**config.mk**
```make
export PLATFORM = sky130hd
export DESIGN_NAME = l1_cache
export DESIGN_NICKNAME = d
export VERILOG_FILES = /design/src/l1_cache_pkg.sv /design/src/l1_cache.sv /design/src/l1_cache_control.sv /design/src/l1_cache_datapath.sv /design/src/cache_way.sv
export VERILOG_INCLUDE_DIRS = /design/src
export SDC_FILE = /design/constraint.sdc
export NUM_CORES = 2
export LEC_CHECK = 0
export BUFFER_PORTS_ARGS = -buffer_cell sky130_fd_sc_hd__buf_2
export CAP_MARGIN = 25
export CELL_PAD_IN_SITES_DETAIL_PLACEMENT = 0
export CELL_PAD_IN_SITES_GLOBAL_PLACEMENT = 1
export CORE_MARGIN = 3
export CORE_UTILIZATION = 53
export DETAILED_ROUTE_END_ITERATION = 8
export PLACE_DENSITY_LB_ADDON = 0.1
export REMOVE_ABC_BUFFERS = 1
export SYNTH_ARGS = -nofsm -noshare
export SYNTH_HDL_FRONTEND = slang
export SYNTH_SLANG_ARGS = --single-unit
```
**constraint.sdc**
```tcl
create_clock -name clk -period 9.75 [get_ports clk]
set_input_delay 1.4625 -clock clk [delete_from_list [all_inputs] [get_ports clk]]
set_output_delay 1.4625 -clock clk [all_outputs]
set_load 0.02 [all_outputs]
```
**src/l1_cache_params.svh**
```systemverilog
`ifndef L1_CACHE_PARAMS_SVH
`define L1_CACHE_PARAMS_SVH

// byte address on the cpu side.
`define ADDR_W 16

// cpu data word.
`define WORD_W 32

// cache geometry per way.
`define SETS 8
`define WORDS_PER_LINE 4

`endif
```
**src/l1_cache_pkg.sv**
```systemverilog
`include "l1_cache_params.svh"
`default_nettype none

package l1_cache_pkg;

	localparam int IDX_W = $clog2(`SETS); // set index bits.
	localparam int OFF_W = $clog2(`WORDS_PER_LINE); // word within line.
	localparam int BYTE_W = $clog2(`WORD_W / 8); // byte within word.
	localparam int TAG_W = `ADDR_W - IDX_W - OFF_W - BYTE_W;

	typedef logic [`WORD_W-1:0] word_t;

	// word 0 sits in the low bits.
	typedef word_t [`WORDS_PER_LINE-1:0] line_t;

	typedef struct packed {
		logic [TAG_W-1:0] tag;
		logic [IDX_W-1:0] index;
		logic [OFF_W-1:0] word;
		logic [BYTE_W-1:0] byte_off;
	} l1_addr_fields_t;

	typedef union packed {
		logic [`ADDR_W-1:0] raw;
		l1_addr_fields_t f;
	} l1_addr_u;

	// field enables for one way, plus the values they load.
	typedef struct packed {
		logic data;
		logic tag;
		logic valid;
		logic dirty;
		logic dirty_val; // value written when dirty is enabled.
		logic fill_sel; // memory line over cpu-merged line.
	} way_load_t;

	typedef struct packed {
		logic valid;
		logic dirty;
		logic [TAG_W-1:0] tag;
		line_t line;
	} way_stat_t;

endpackage : l1_cache_pkg

`default_nettype wire

```
**src/l1_cache.sv**
```systemverilog
`timescale 1ns/1ps
`default_nettype none

module l1_cache
	import l1_cache_pkg::*;
(
	input  logic     clk,
	input  logic     arst_n,
	input  logic     mem_read,
	input  logic     mem_write,
	input  l1_addr_u mem_addr,
	input  word_t    mem_wdata,
	output word_t    mem_rdata,
	output logic     mem_resp,
	output logic     arb_read,
	output logic     arb_write,
	output l1_addr_u arb_addr,
	output line_t    arb_wdata,
	input  line_t    arb_rdata,
	input  logic     arb_resp
);

	way_load_t load_w0;
	way_load_t load_w1;
	way_stat_t stat_w0;
	way_stat_t stat_w1;
	line_t merged_line;
	logic load_lru;
	logic lru_in;
	logic lru_out;
	logic write_back;
	logic wb_way_sel;
	logic hit;
	logic hit_way;
	logic dirty_w0;
	logic dirty_w1;

	l1_cache_control control (
		.clk        (clk),
		.arst_n     (arst_n),
		.mem_read   (mem_read),
		.mem_write  (mem_write),
		.hit        (hit),
		.hit_way    (hit_way),
		.lru_out    (lru_out),
		.dirty_w0   (dirty_w0),
		.dirty_w1   (dirty_w1),
		.arb_resp   (arb_resp),
		.load_w0    (load_w0),
		.load_w1    (load_w1),
		.load_lru   (load_lru),
		.lru_in     (lru_in),
		.write_back (write_back),
		.wb_way_sel (wb_way_sel),
		.mem_resp   (mem_resp),
		.arb_read   (arb_read),
		.arb_write  (arb_write)
	);

	l1_cache_datapath datapath (
		.clk         (clk),
		.arst_n      (arst_n),
		.mem_addr    (mem_addr),
		.mem_wdata   (mem_wdata),
		.stat_w0     (stat_w0),
		.stat_w1     (stat_w1),
		.load_lru    (load_lru),
		.lru_in      (lru_in),
		.write_back  (write_back),
		.wb_way_sel  (wb_way_sel),
		.hit         (hit),
		.hit_way     (hit_way),
		.lru_out     (lru_out),
		.dirty_w0    (dirty_w0),
		.dirty_w1    (dirty_w1),
		.merged_line (merged_line),
		.mem_rdata   (mem_rdata),
		.arb_addr    (arb_addr),
		.arb_wdata   (arb_wdata)
	);

	cache_way way0 (
		.clk         (clk),
		.arst_n      (arst_n),
		.index       (mem_addr.f.index),
		.tag         (mem_addr.f.tag),
		.load        (load_w0),
		.merged_line (merged_line),
		.fill_line   (arb_rdata),
		.stat        (stat_w0)
	);

	cache_way way1 (
		.clk         (clk),
		.arst_n      (arst_n),
		.index       (mem_addr.f.index),
		.tag         (mem_addr.f.tag),
		.load        (load_w1),
		.merged_line (merged_line),
		.fill_line   (arb_rdata),
		.stat        (stat_w1)
	);

endmodule : l1_cache

`default_nettype wire

```
**src/l1_cache_control.sv**
```systemverilog
`timescale 1ns/1ps
`default_nettype none

module l1_cache_control
	import l1_cache_pkg::*;
(
	input  logic      clk,
	input  logic      arst_n,
	input  logic      mem_read,
	input  logic      mem_write,
	input  logic      hit,
	input  logic      hit_way,
	input  logic      lru_out,
	input  logic      dirty_w0,
	input  logic      dirty_w1,
	input  logic      arb_resp,
	output way_load_t load_w0,
	output way_load_t load_w1,
	output logic      load_lru,
	output logic      lru_in,
	output logic      write_back,
	output logic      wb_way_sel,
	output logic      mem_resp,
	output logic      arb_read,
	output logic      arb_write
);

	typedef enum logic [1:0] {
		idle,
		evict, // write-back or clean fill.
		replace // fill after a write-back.
	} state_t;

	localparam way_load_t load_none = '0;

	localparam way_load_t load_fill = '{
		data: 1'b1,
		tag: 1'b1,
		valid: 1'b1,
		dirty: 1'b1,
		dirty_val: 1'b0,
		fill_sel: 1'b1
	};

	localparam way_load_t load_write = '{
		data: 1'b1,
		tag: 1'b0,
		valid: 1'b0,
		dirty: 1'b1,
		dirty_val: 1'b1,
		fill_sel: 1'b0
	};

	state_t state;
	state_t next_state;
	logic request;
	logic victim_dirty;

	assign request = mem_read | mem_write;
	assign victim_dirty = lru_out ? dirty_w1 : dirty_w0;

	always_comb
	begin
		load_w0 = load_none;
		load_w1 = load_none;
		load_lru = 1'b0;
		lru_in = 1'b0;
		write_back = 1'b0;
		wb_way_sel = 1'b0;
		mem_resp = 1'b0;
		arb_read = 1'b0;
		arb_write = 1'b0;

		case (state)
			idle:
			begin
				if (request && hit)
				begin
					mem_resp = 1'b1;
					load_lru = 1'b1;
					lru_in = ~hit_way; // other way becomes victim.
					if (mem_write)
					begin
						if (hit_way)
							load_w1 = load_write;
						else
							load_w0 = load_write;
					end
				end
			end
			evict:
			begin
				if (victim_dirty)
				begin
					write_back = 1'b1; // victim tag onto arb_addr.
					wb_way_sel = lru_out;
					arb_write = 1'b1;
				end
				else
				begin
					arb_read = 1'b1;
					if (arb_resp)
					begin
						if (lru_out)
							load_w1 = load_fill;
						else
							load_w0 = load_fill;
					end
				end
			end
			replace:
			begin
				arb_read = 1'b1;
				if (arb_resp)
				begin
					if (lru_out)
						load_w1 = load_fill;
					else
						load_w0 = load_fill;
				end
			end
			default:
			begin
			end
		endcase
	end

	always_comb
	begin
		next_state = state;
		case (state)
			idle:
				if (request && !hit)
					next_state = evict;
			evict:
				if (arb_resp)
					next_state = victim_dirty ? replace : idle;
			replace:
				if (arb_resp)
					next_state = idle;
			default:
				next_state = idle;
		endcase
	end

	always_ff @(posedge clk or negedge arst_n)
	begin
		if (!arst_n)
			state <= idle;
		else
			state <= next_state;
	end

endmodule : l1_cache_control

`default_nettype wire

```
**src/l1_cache_datapath.sv**
```systemverilog
`timescale 1ns/1ps
`include "l1_cache_params.svh"
`default_nettype none

module l1_cache_datapath
	import l1_cache_pkg::*;
(
	input  logic      clk,
	input  logic      arst_n,
	input  l1_addr_u  mem_addr,
	input  word_t     mem_wdata,
	input  way_stat_t stat_w0,
	input  way_stat_t stat_w1,
	input  logic      load_lru,
	input  logic      lru_in,
	input  logic      write_back,
	input  logic      wb_way_sel,
	output logic      hit,
	output logic      hit_way,
	output logic      lru_out,
	output logic      dirty_w0,
	output logic      dirty_w1,
	output line_t     merged_line,
	output word_t     mem_rdata,
	output l1_addr_u  arb_addr,
	output line_t     arb_wdata
);

	logic [`SETS-1:0] lru_q; // one bit per set, names the victim way.
	logic hit_w0;
	logic hit_w1;
	line_t hit_line;
	way_stat_t victim;

	// tag compare on both ways.
	assign hit_w0 = stat_w0.valid && (stat_w0.tag == mem_addr.f.tag);
	assign hit_w1 = stat_w1.valid && (stat_w1.tag == mem_addr.f.tag);
	assign hit = hit_w0 | hit_w1;
	assign hit_way = hit_w1; // a tag never lives in both ways.

	assign dirty_w0 = stat_w0.dirty;
	assign dirty_w1 = stat_w1.dirty;

	// pseudo-lru bits.
	always_ff @(posedge clk or negedge arst_n)
	begin
		if (!arst_n)
			lru_q <= '0;
		else if (load_lru)
			lru_q[mem_addr.f.index] <= lru_in;
	end

	assign lru_out = lru_q[mem_addr.f.index];

	// data of the way that hit.
	assign hit_line = hit_way ? stat_w1.line : stat_w0.line;

	assign mem_rdata = hit_line[mem_addr.f.word];

	// hit line with the cpu word dropped in.
	always_comb
	begin
		merged_line = hit_line;
		merged_line[mem_addr.f.word] = mem_wdata;
	end

	// line leaving the cache on a write-back.
	assign victim = wb_way_sel ? stat_w1 : stat_w0;
	assign arb_wdata = victim.line;

	// line-aligned memory address.
	always_comb
	begin
		arb_addr = mem_addr;
		arb_addr.f.word = '0;
		arb_addr.f.byte_off = '0;
		if (write_back)
			arb_addr.f.tag = victim.tag; // same set, victim's tag.
	end

endmodule : l1_cache_datapath

`default_nettype wire

```
**src/cache_way.sv**
```systemverilog
`timescale 1ns/1ps
`include "l1_cache_params.svh"
`default_nettype none

module cache_way
	import l1_cache_pkg::*;
(
	input  logic             clk,
	input  logic             arst_n,
	input  logic [IDX_W-1:0] index,
	input  logic [TAG_W-1:0] tag,
	input  way_load_t        load,
	input  line_t            merged_line,
	input  line_t            fill_line,
	output way_stat_t        stat
);

	line_t data_q [`SETS];
	logic [TAG_W-1:0] tag_q [`SETS];
	logic [`SETS-1:0] valid_q;
	logic [`SETS-1:0] dirty_q;

	// line data and tags.
	always_ff @(posedge clk)
	begin
		if (load.data)
		begin
			if (load.fill_sel)
				data_q[index] <= fill_line; // refill from memory.
			else
				data_q[index] <= merged_line; // cpu write hit.
		end
		if (load.tag)
			tag_q[index] <= tag;
	end

	// state bits per set.
	always_ff @(posedge clk or negedge arst_n)
	begin
		if (!arst_n)
		begin
			valid_q <= '0;
			dirty_q <= '0;
		end
		else
		begin
			if (load.valid)
				valid_q[index] <= 1'b1; // only a fill sets it.
			if (load.dirty)
				dirty_q[index] <= load.dirty_val;
		end
	end

	// combinational read on the index.
	always_comb
	begin
		stat.valid = valid_q[index];
		stat.dirty = dirty_q[index];
		stat.tag = tag_q[index];
		stat.line = data_q[index];
	end

endmodule : cache_way

`default_nettype wire

```
After elaboration in Yosys (flattened, before gate mapping)
Memory sizes are Yosys's and may differ from the RTL's.
Cells that the tools add are included.
Widths: inputs -> output; s select.
{ "word_totals": {"n_memories": 4, "ram_bits": 2192, "out_inout_bits": 179, "elab_cells": 108, "mem_bits_ro": 0, "latchBits": 0, "ff_bits": 42} }
{ "mem_list": {"columns": ["name", "depth", "width", "read_ports", "rd_ports_with_merged_regs", "write_ports", "line_no", "source"], "rows": [
  ["way0.data_q", 8, 128, 1, 0, 1, "cache_way.sv:18", "line_t data_q [`SETS];"],
  ["way1.data_q", 8, 128, 1, 0, 1, "cache_way.sv:18", null],
  ["way0.tag_q", 8, 9, 1, 0, 1, "cache_way.sv:19", "logic [TAG_W-1:0] tag_q [`SETS];"],
  ["way1.tag_q", 8, 9, 1, 0, 1, "cache_way.sv:19", null]
]} }
{ "op_classes": {"addsub": 0, "multipliers": 0, "n_eq_ne": 7, "n_bitwise": 7, "div": 0, "n_reduce_logical": 9, "order_cmp": 4, "shift": 0, "n_mux": 71} }
{ "op_table": {"columns": ["cell", "count"], "rows": [
  ["$mux 128", 3],
  ["$mux 137", 1],
  ["$bwmux 128", 1],
  ["$mux 6", 12],
  ["$bmux 32 s2", 1],
  ["$demux 32 s2", 1],
  ["$mux 32", 2],
  ["$pmux 6 s3", 2],
  ["$mux 1", 32],
  ["$bwmux 8", 3],
  ["$eq 9x9->1", 2],
  ["$or 8x8->8", 2],
  ["$bmux 1 s3", 5],
  ["$mux 9", 1],
  ["$mux 2", 4],
  ["$logic_and 1x1->1", 6],
  ["$pmux 2 s3", 1],
  ["$lt 3x4->1 const B", 1],
  ["$ne 2x2->1 const B", 2],
  ["$or 1x1->1", 4],
  ["$demux 1 s3", 1],
  ["$ge 3x1->1 const B", 1],
  ["$lt 2x3->1 const B", 1],
  ["$reduce_and 3->1", 1],
  ["8 further kinds", 8]
]} }

Depth between registers and ports, before layout
{ "depth": {"word_depth": 11, "depth_mapped": 16} }

Hierarchy
A second synthesis with hierarchy kept.
{ "hier_totals": {"cells_unflattened": 4453, "hier_area_um2": 94338.0} }
{ "by_module_without_submodules": {"columns": ["module", "seq_area_each_um2", "n_inst", "cells_each", "area_each_um2"], "rows": [
  ["cache_way", 33311.9, 2, 1815, 43498.0],
  ["l1_cache_datapath", 200.2, 1, 782, 7015.5],
  ["l1_cache_control", 50.0, 1, 41, 326.6]
]} }

Worst setup path before layout
OpenSTA, ideal clock, no wires.
{ "synth_path": {"path_type": "input to register", "startpoint": "in mem_addr[6] in the netlist's numbering", "endpoint": "mem way1.data_q[0][0] in the netlist's numbering (enable)", "path_stages": 14, "path_buffers": 6, "arrival_time_ns": 9.078, "setup_slack_ns": 0.055, "cell_sequence": "buf_2 -> buf_6 -> buf_2 -> mux4_2 -> mux2i_1 -> xor2_1 -> o2111ai_1 -> nor3_1 -> buf_4 -> buf_4 -> and2_1 -> buf_2 -> nor2_1 -> nor2_1"} }
{ "synth_via": {"elab_chain_len": 11} }
{ "synth_rtl": {"columns": ["item", "line_no", "source"], "rows": [
  ["start, declared", "l1_cache.sv:11", "input l1_addr_u mem_addr,"],
  ["$mem_v2 8x9 / $bmux 1 s3 (equally long branches)", null, null],
  ["$eq 9x9->1, or another cell as far along", "l1_cache_datapath.sv:36", "assign hit_w0 = stat_w0.valid && (stat_w0.tag == mem_addr.f.tag);"],
  ["$logic_and 1x1->1, on equally long branches", "l1_cache_datapath.sv:36, l1_cache_datapath.sv:37", null],
  ["$or 1x1->1", "l1_cache_datapath.sv:38", "assign hit = hit_w0 | hit_w1;"],
  ["$logic_and 1x1->1", "l1_cache_control.sv:77", "if (request && hit)"],
  ["$mux 6", "l1_cache_control.sv:77", null],
  ["$pmux 6 s3", "l1_cache_control.sv:74", "case (state)"],
  ["$mux 1", "cache_way.sv:28", "if (load.fill_sel)"],
  ["$mux 1", "cache_way.sv:26", "if (load.data)"],
  ["$mux 1, on equally long branches", "cache_way.sv:29, cache_way.sv:31", null],
  ["$or 1x1->1 (no source line)", null, null],
  ["end, declared", "cache_way.sv:18", null]
]} }
Parallel ways exist; a longest one is shown, timed or not. The select of a mux whose other input is x is not followed.

Worst setup path in the final report
{ "layout_path": {"startpoint": "in mem_addr[6] in the netlist's numbering", "endpoint": "out mem_rdata[13]"} }
{ "layout_via": {"elab_chain_len": 6} }
{ "layout_rtl": {"columns": ["item", "line_no", "source"], "rows": [
  ["$mem_v2 8x9 / $bmux 1 s3 (equally long branches)", null, null],
  ["$eq 9x9->1 / $mux 1 (equally long branches)", "l1_cache_datapath.sv:37, cache_way.sv:57", null],
  ["$logic_and 1x1->1", "l1_cache_datapath.sv:37", "assign hit_w1 = stat_w1.valid && (stat_w1.tag == mem_addr.f.tag);"],
  ["$mux 128 (*)", "l1_cache_datapath.sv:56", "assign hit_line = hit_way ? stat_w1.line : stat_w0.line;"],
  ["$bmux 32 s2 (*)", "l1_cache_datapath.sv:58", "assign mem_rdata = hit_line[mem_addr.f.word];"],
  ["$mux 32 (implied by the code) (*)", "l1_cache_datapath.sv:58", null],
  ["end, declared", "l1_cache.sv:13", "output word_t mem_rdata,"]
]} }
Mark *: on every way between the ends. The rest lies on a longest branch, timed or not. The select of a mux whose other input is x is not followed.

==> impl_metrics.py <==
metrics = {
    "critical_path": {
        "path_max_fanout": 86,
        "crit_type": "primary input to output port",
        "critPathLaunchType": "primary input",
        "crit_required_ns": 8.29,
        "critPathArrivalTime_ns": 6.00,
        "worstSetupEndpointType": "output port",
    },
    "final_layout": {
        "seq_area_sq_um": 66900,
        "n_fill_cell": 12977,
        "nets": 6092,
        "stdcell_area_sq_um": 103000,
        "multi_input_area_sq_um": 22800,
        "layout-drive-gt1-share_pct": 20.1,
        "syn2layout_area_growth_pct": 12.7,
    },
    "power": {
        "switchingPower_mw": 4.93,
        "p_int_mw": 15.8,
        "power-per-cell-area_nw_per_um2": 201,
        "netSwitchingFraction_pct": 23.8,
        "clkPwrFrac_pct": 39.0,
        "seqPwrFrac_pct": 52.1,
        "vdd_drop_max_uv": 211,
        "power_leakage_nw": 33.9,
        "combPwrFrac_pct": 9.0,
    },
    "clocking": {
        "cts_tree": "built",
        "cts_buffers": 222,
        "cts_resized": 0,
        "ctsHoldBuffers": 0,
        "htreeDepth": 4,
        "cts_max_path_buffers": 3,
        "cts_sinks": 2234,
        "clk_latency_ns": 0.85,
        "clkSlewWorstSetupHoldPaths_ns": 0.06,
        "postCtsSetupBuffers": 0,
        "root_buffer": "clkbuf_16",
    },
    "die": {
        "core.rowCount": 152,
        "fp.dieH_um": 422,
        "io_pins": 360,
        "die_w_um": 422,
        "core-area_sq_um": 172000,
        "initial_utilization_pct": 53.4,
        "fp.dieArea_sq_um": 178000,
    },
    "synthesis": {
        "synth_top_area_share_pct": 71.7,
        "synth.largest_area_cell": "edfxtp_1",
        "syn-instance-count": 5578,
        "synth_ff_type": "edfxtp_1",
        "synth_edf_count": 2192,
        "synth.area.top_cells": "edfxtp_1, a22oi_1, mux2_2, mux2i_1, mux4_2",
        "syn_area_per_cell_sq_um": 16.4,
        "synth.distinct_cells": 69,
        "synthArstFlopShare_pct": 1.88,
        "ys_warn_count": 0,
        "synth_seq_cells": 2234,
        "post-synth-top-count-cell": "edfxtp_1",
        "netlist_area_sq_um": 91800,
        "synth_common_cells": "edfxtp_1, a22oi_1, nor2_1",
        "synth_seq_area_share_pct": 72.9,
    },
    "sta": {
        "worst_pin_slew_ns": 1.11,
        "fmax_ghz": 0.134,
        "finClkSkew_ns": 0.0309,
        "setup_viol_count_final": 0,
        "hold_violations": 0,
        "maxSlewHeadroom_pct": 25.8,
        "period_needed_ns": 7.47,
        "post-route-period-util_pct": 76.6,
        "setup_tns_ns": 0,
        "rsz0062_at_grt": "no",
        "drv_slew": 0,
    },
    "routing": {
        "detail_route.first_pass.iterations": 5,
        "via_count": 56197,
        "via_per_inst": 6.68,
        "wirelength_um": 291000,
        "drc": 0,
        "first_iter_violations": 6330,
        "wl_per_cell_um": 34.6,
        "ant_nets": 0,
    },
    "flow_run": {
        "cap_violations": 0,
    },
    "placed_design": {
        "hpwl_um": 154000,
        "place_congestion": 0.821,
        "placed_cell_area_sq_um": 96500,
        "numPortBuffers": 353,
    },
    "global_routing": {
        "track_usage_pct": 32.3,
        "grt_max_degree": 113,
        "antenna_found_initial": 20,
        "grt_pass1_vias": 55399,
        "overflow": 0,
        "grt_pass1_wl_um": 411000,
    },
    "min_path": {
        "min_path_type": "primary input to asynchronous set/reset pin",
    },
    "outcome": {
        "outcome": "finished, final reports clean",
    },
}
-- worst max-delay path, cell delays in order --
cell      delay [ns]
buf_8           0.25
buf_4           0.77
mux4_1          0.41
mux2i_1         0.41
o22a_1          0.22
o211ai_1        0.14
nor3_2          0.78
buf_12          0.40
nor2_1          0.11
a21oi_1         0.54
buf_2           0.29
-- final cells by class --
type                    instances  share of cell area (%)
flip-flops and latches       2234                    64.6
multi-input cells            2859                    22.1
repair buffers                512                    3.60
clock inverters               132                   0.957
well taps                    2310                    2.79
diodes                          9                  0.0218
clock buffers                 276                    5.63
inverters                      78                   0.285
-- power by group through the flow --
stage	logic, mW	clock network (mW)	registers [mW]
global route	1.97	8.57	10.8
global placement	1.82	0	11.0
detailed placement	1.85	0	11.0
CTS	1.85	8.17	10.8
finish	1.86	8.09	10.8
floorplan	1.01	0	11.0
-- flip-flops by register name, summed over array words and instances, names as in the netlist --
register and count:
way0.data_q 1024, way1.data_q 1024, way1.tag_q 72, way0.tag_q 72
way0.dirty_q 8, datapath.lru_q 8, way0.valid_q 8, control.state 2
way1.dirty_q 8, way1.valid_q 8
-- cell usage in the layout (no fill, tap or decap), types with 102 or more instances in the layout --
cell type  instances
buf_2            348
nor2_1           288
mux2_1           103
o21ai_0          162
buf_4            102
a22o_1           119
nand2_1          190
a21oi_1          178
mux4_2           105
clkbuf_16        225
a22oi_1          451
mux2i_1          275
mux2_2           249
edfxtp_1        2192
a221oi_1         199
-- worst paths after layout --
path                             startpoint                  to  slack (ns)  cells after the start
min                                  arst_n     way0.valid_q[5]        0.44                      1
max reg2reg                way1.tag_q[2][1]  way1.data_q[2][72]        4.49                     12
min reg2reg                 way0.valid_q[6]     way0.valid_q[6]        0.46                      1
max in group asynchronous            arst_n     way1.dirty_q[6]        8.85                      2
min in group clk            way0.valid_q[6]     way0.valid_q[6]        0.46                      1
max                             mem_addr[6]       mem_rdata[13]        2.28                     11
-- logic make-up (layout without fill, tap and decap cells) --
group / after synthesis / after routing / share of synthesized area (%)
muxes: 736 / 736 / 10.0
and+or+nand+nor: 816 / 816 / 4.21
AOI/OAI and AO/OA: 1287 / 1287 / 10.2
adders and majority gates: 4 / 4 / 0.0545
DFF: 2234 / 2234 / 72.9
other: 1 / 13 / 0.00409
buffers and inverters: 488 / 998 / 2.51
xor gates and xnor gates: 12 / 12 / 0.115
-- routing by layer --
metal  vias up  global-route usage, %  share of wire, %
li1      23257                      -                 -
met4         0                   11.9               3.8
met1     29328                   44.3                39
met3       515                   5.34               9.1
met2      3097                   52.4                48
met5         -                      0                 0
-- through the flow --
step / setup WS, ns / power (mW) / std cells / hold WS [ns] / utilization, %
global placement: 2.32 / 12.8 / 7982 / 0.446 / 56.1
detailed placement: 2.35 / 12.9 / 7989 / 0.449 / 56.2
floorplan: -15.09 / 12.0 / 5171 / 0.429 / -
finish: 2.28 / 20.8 / 8410 / 0.440 / 60.2
global route: 2.17 / 21.4 / 8407 / 0.404 / 60.2
CTS: 2.31 / 20.8 / 8397 / 0.466 / 60.1
No activity file was read; power rests on OpenSTA's default activity.
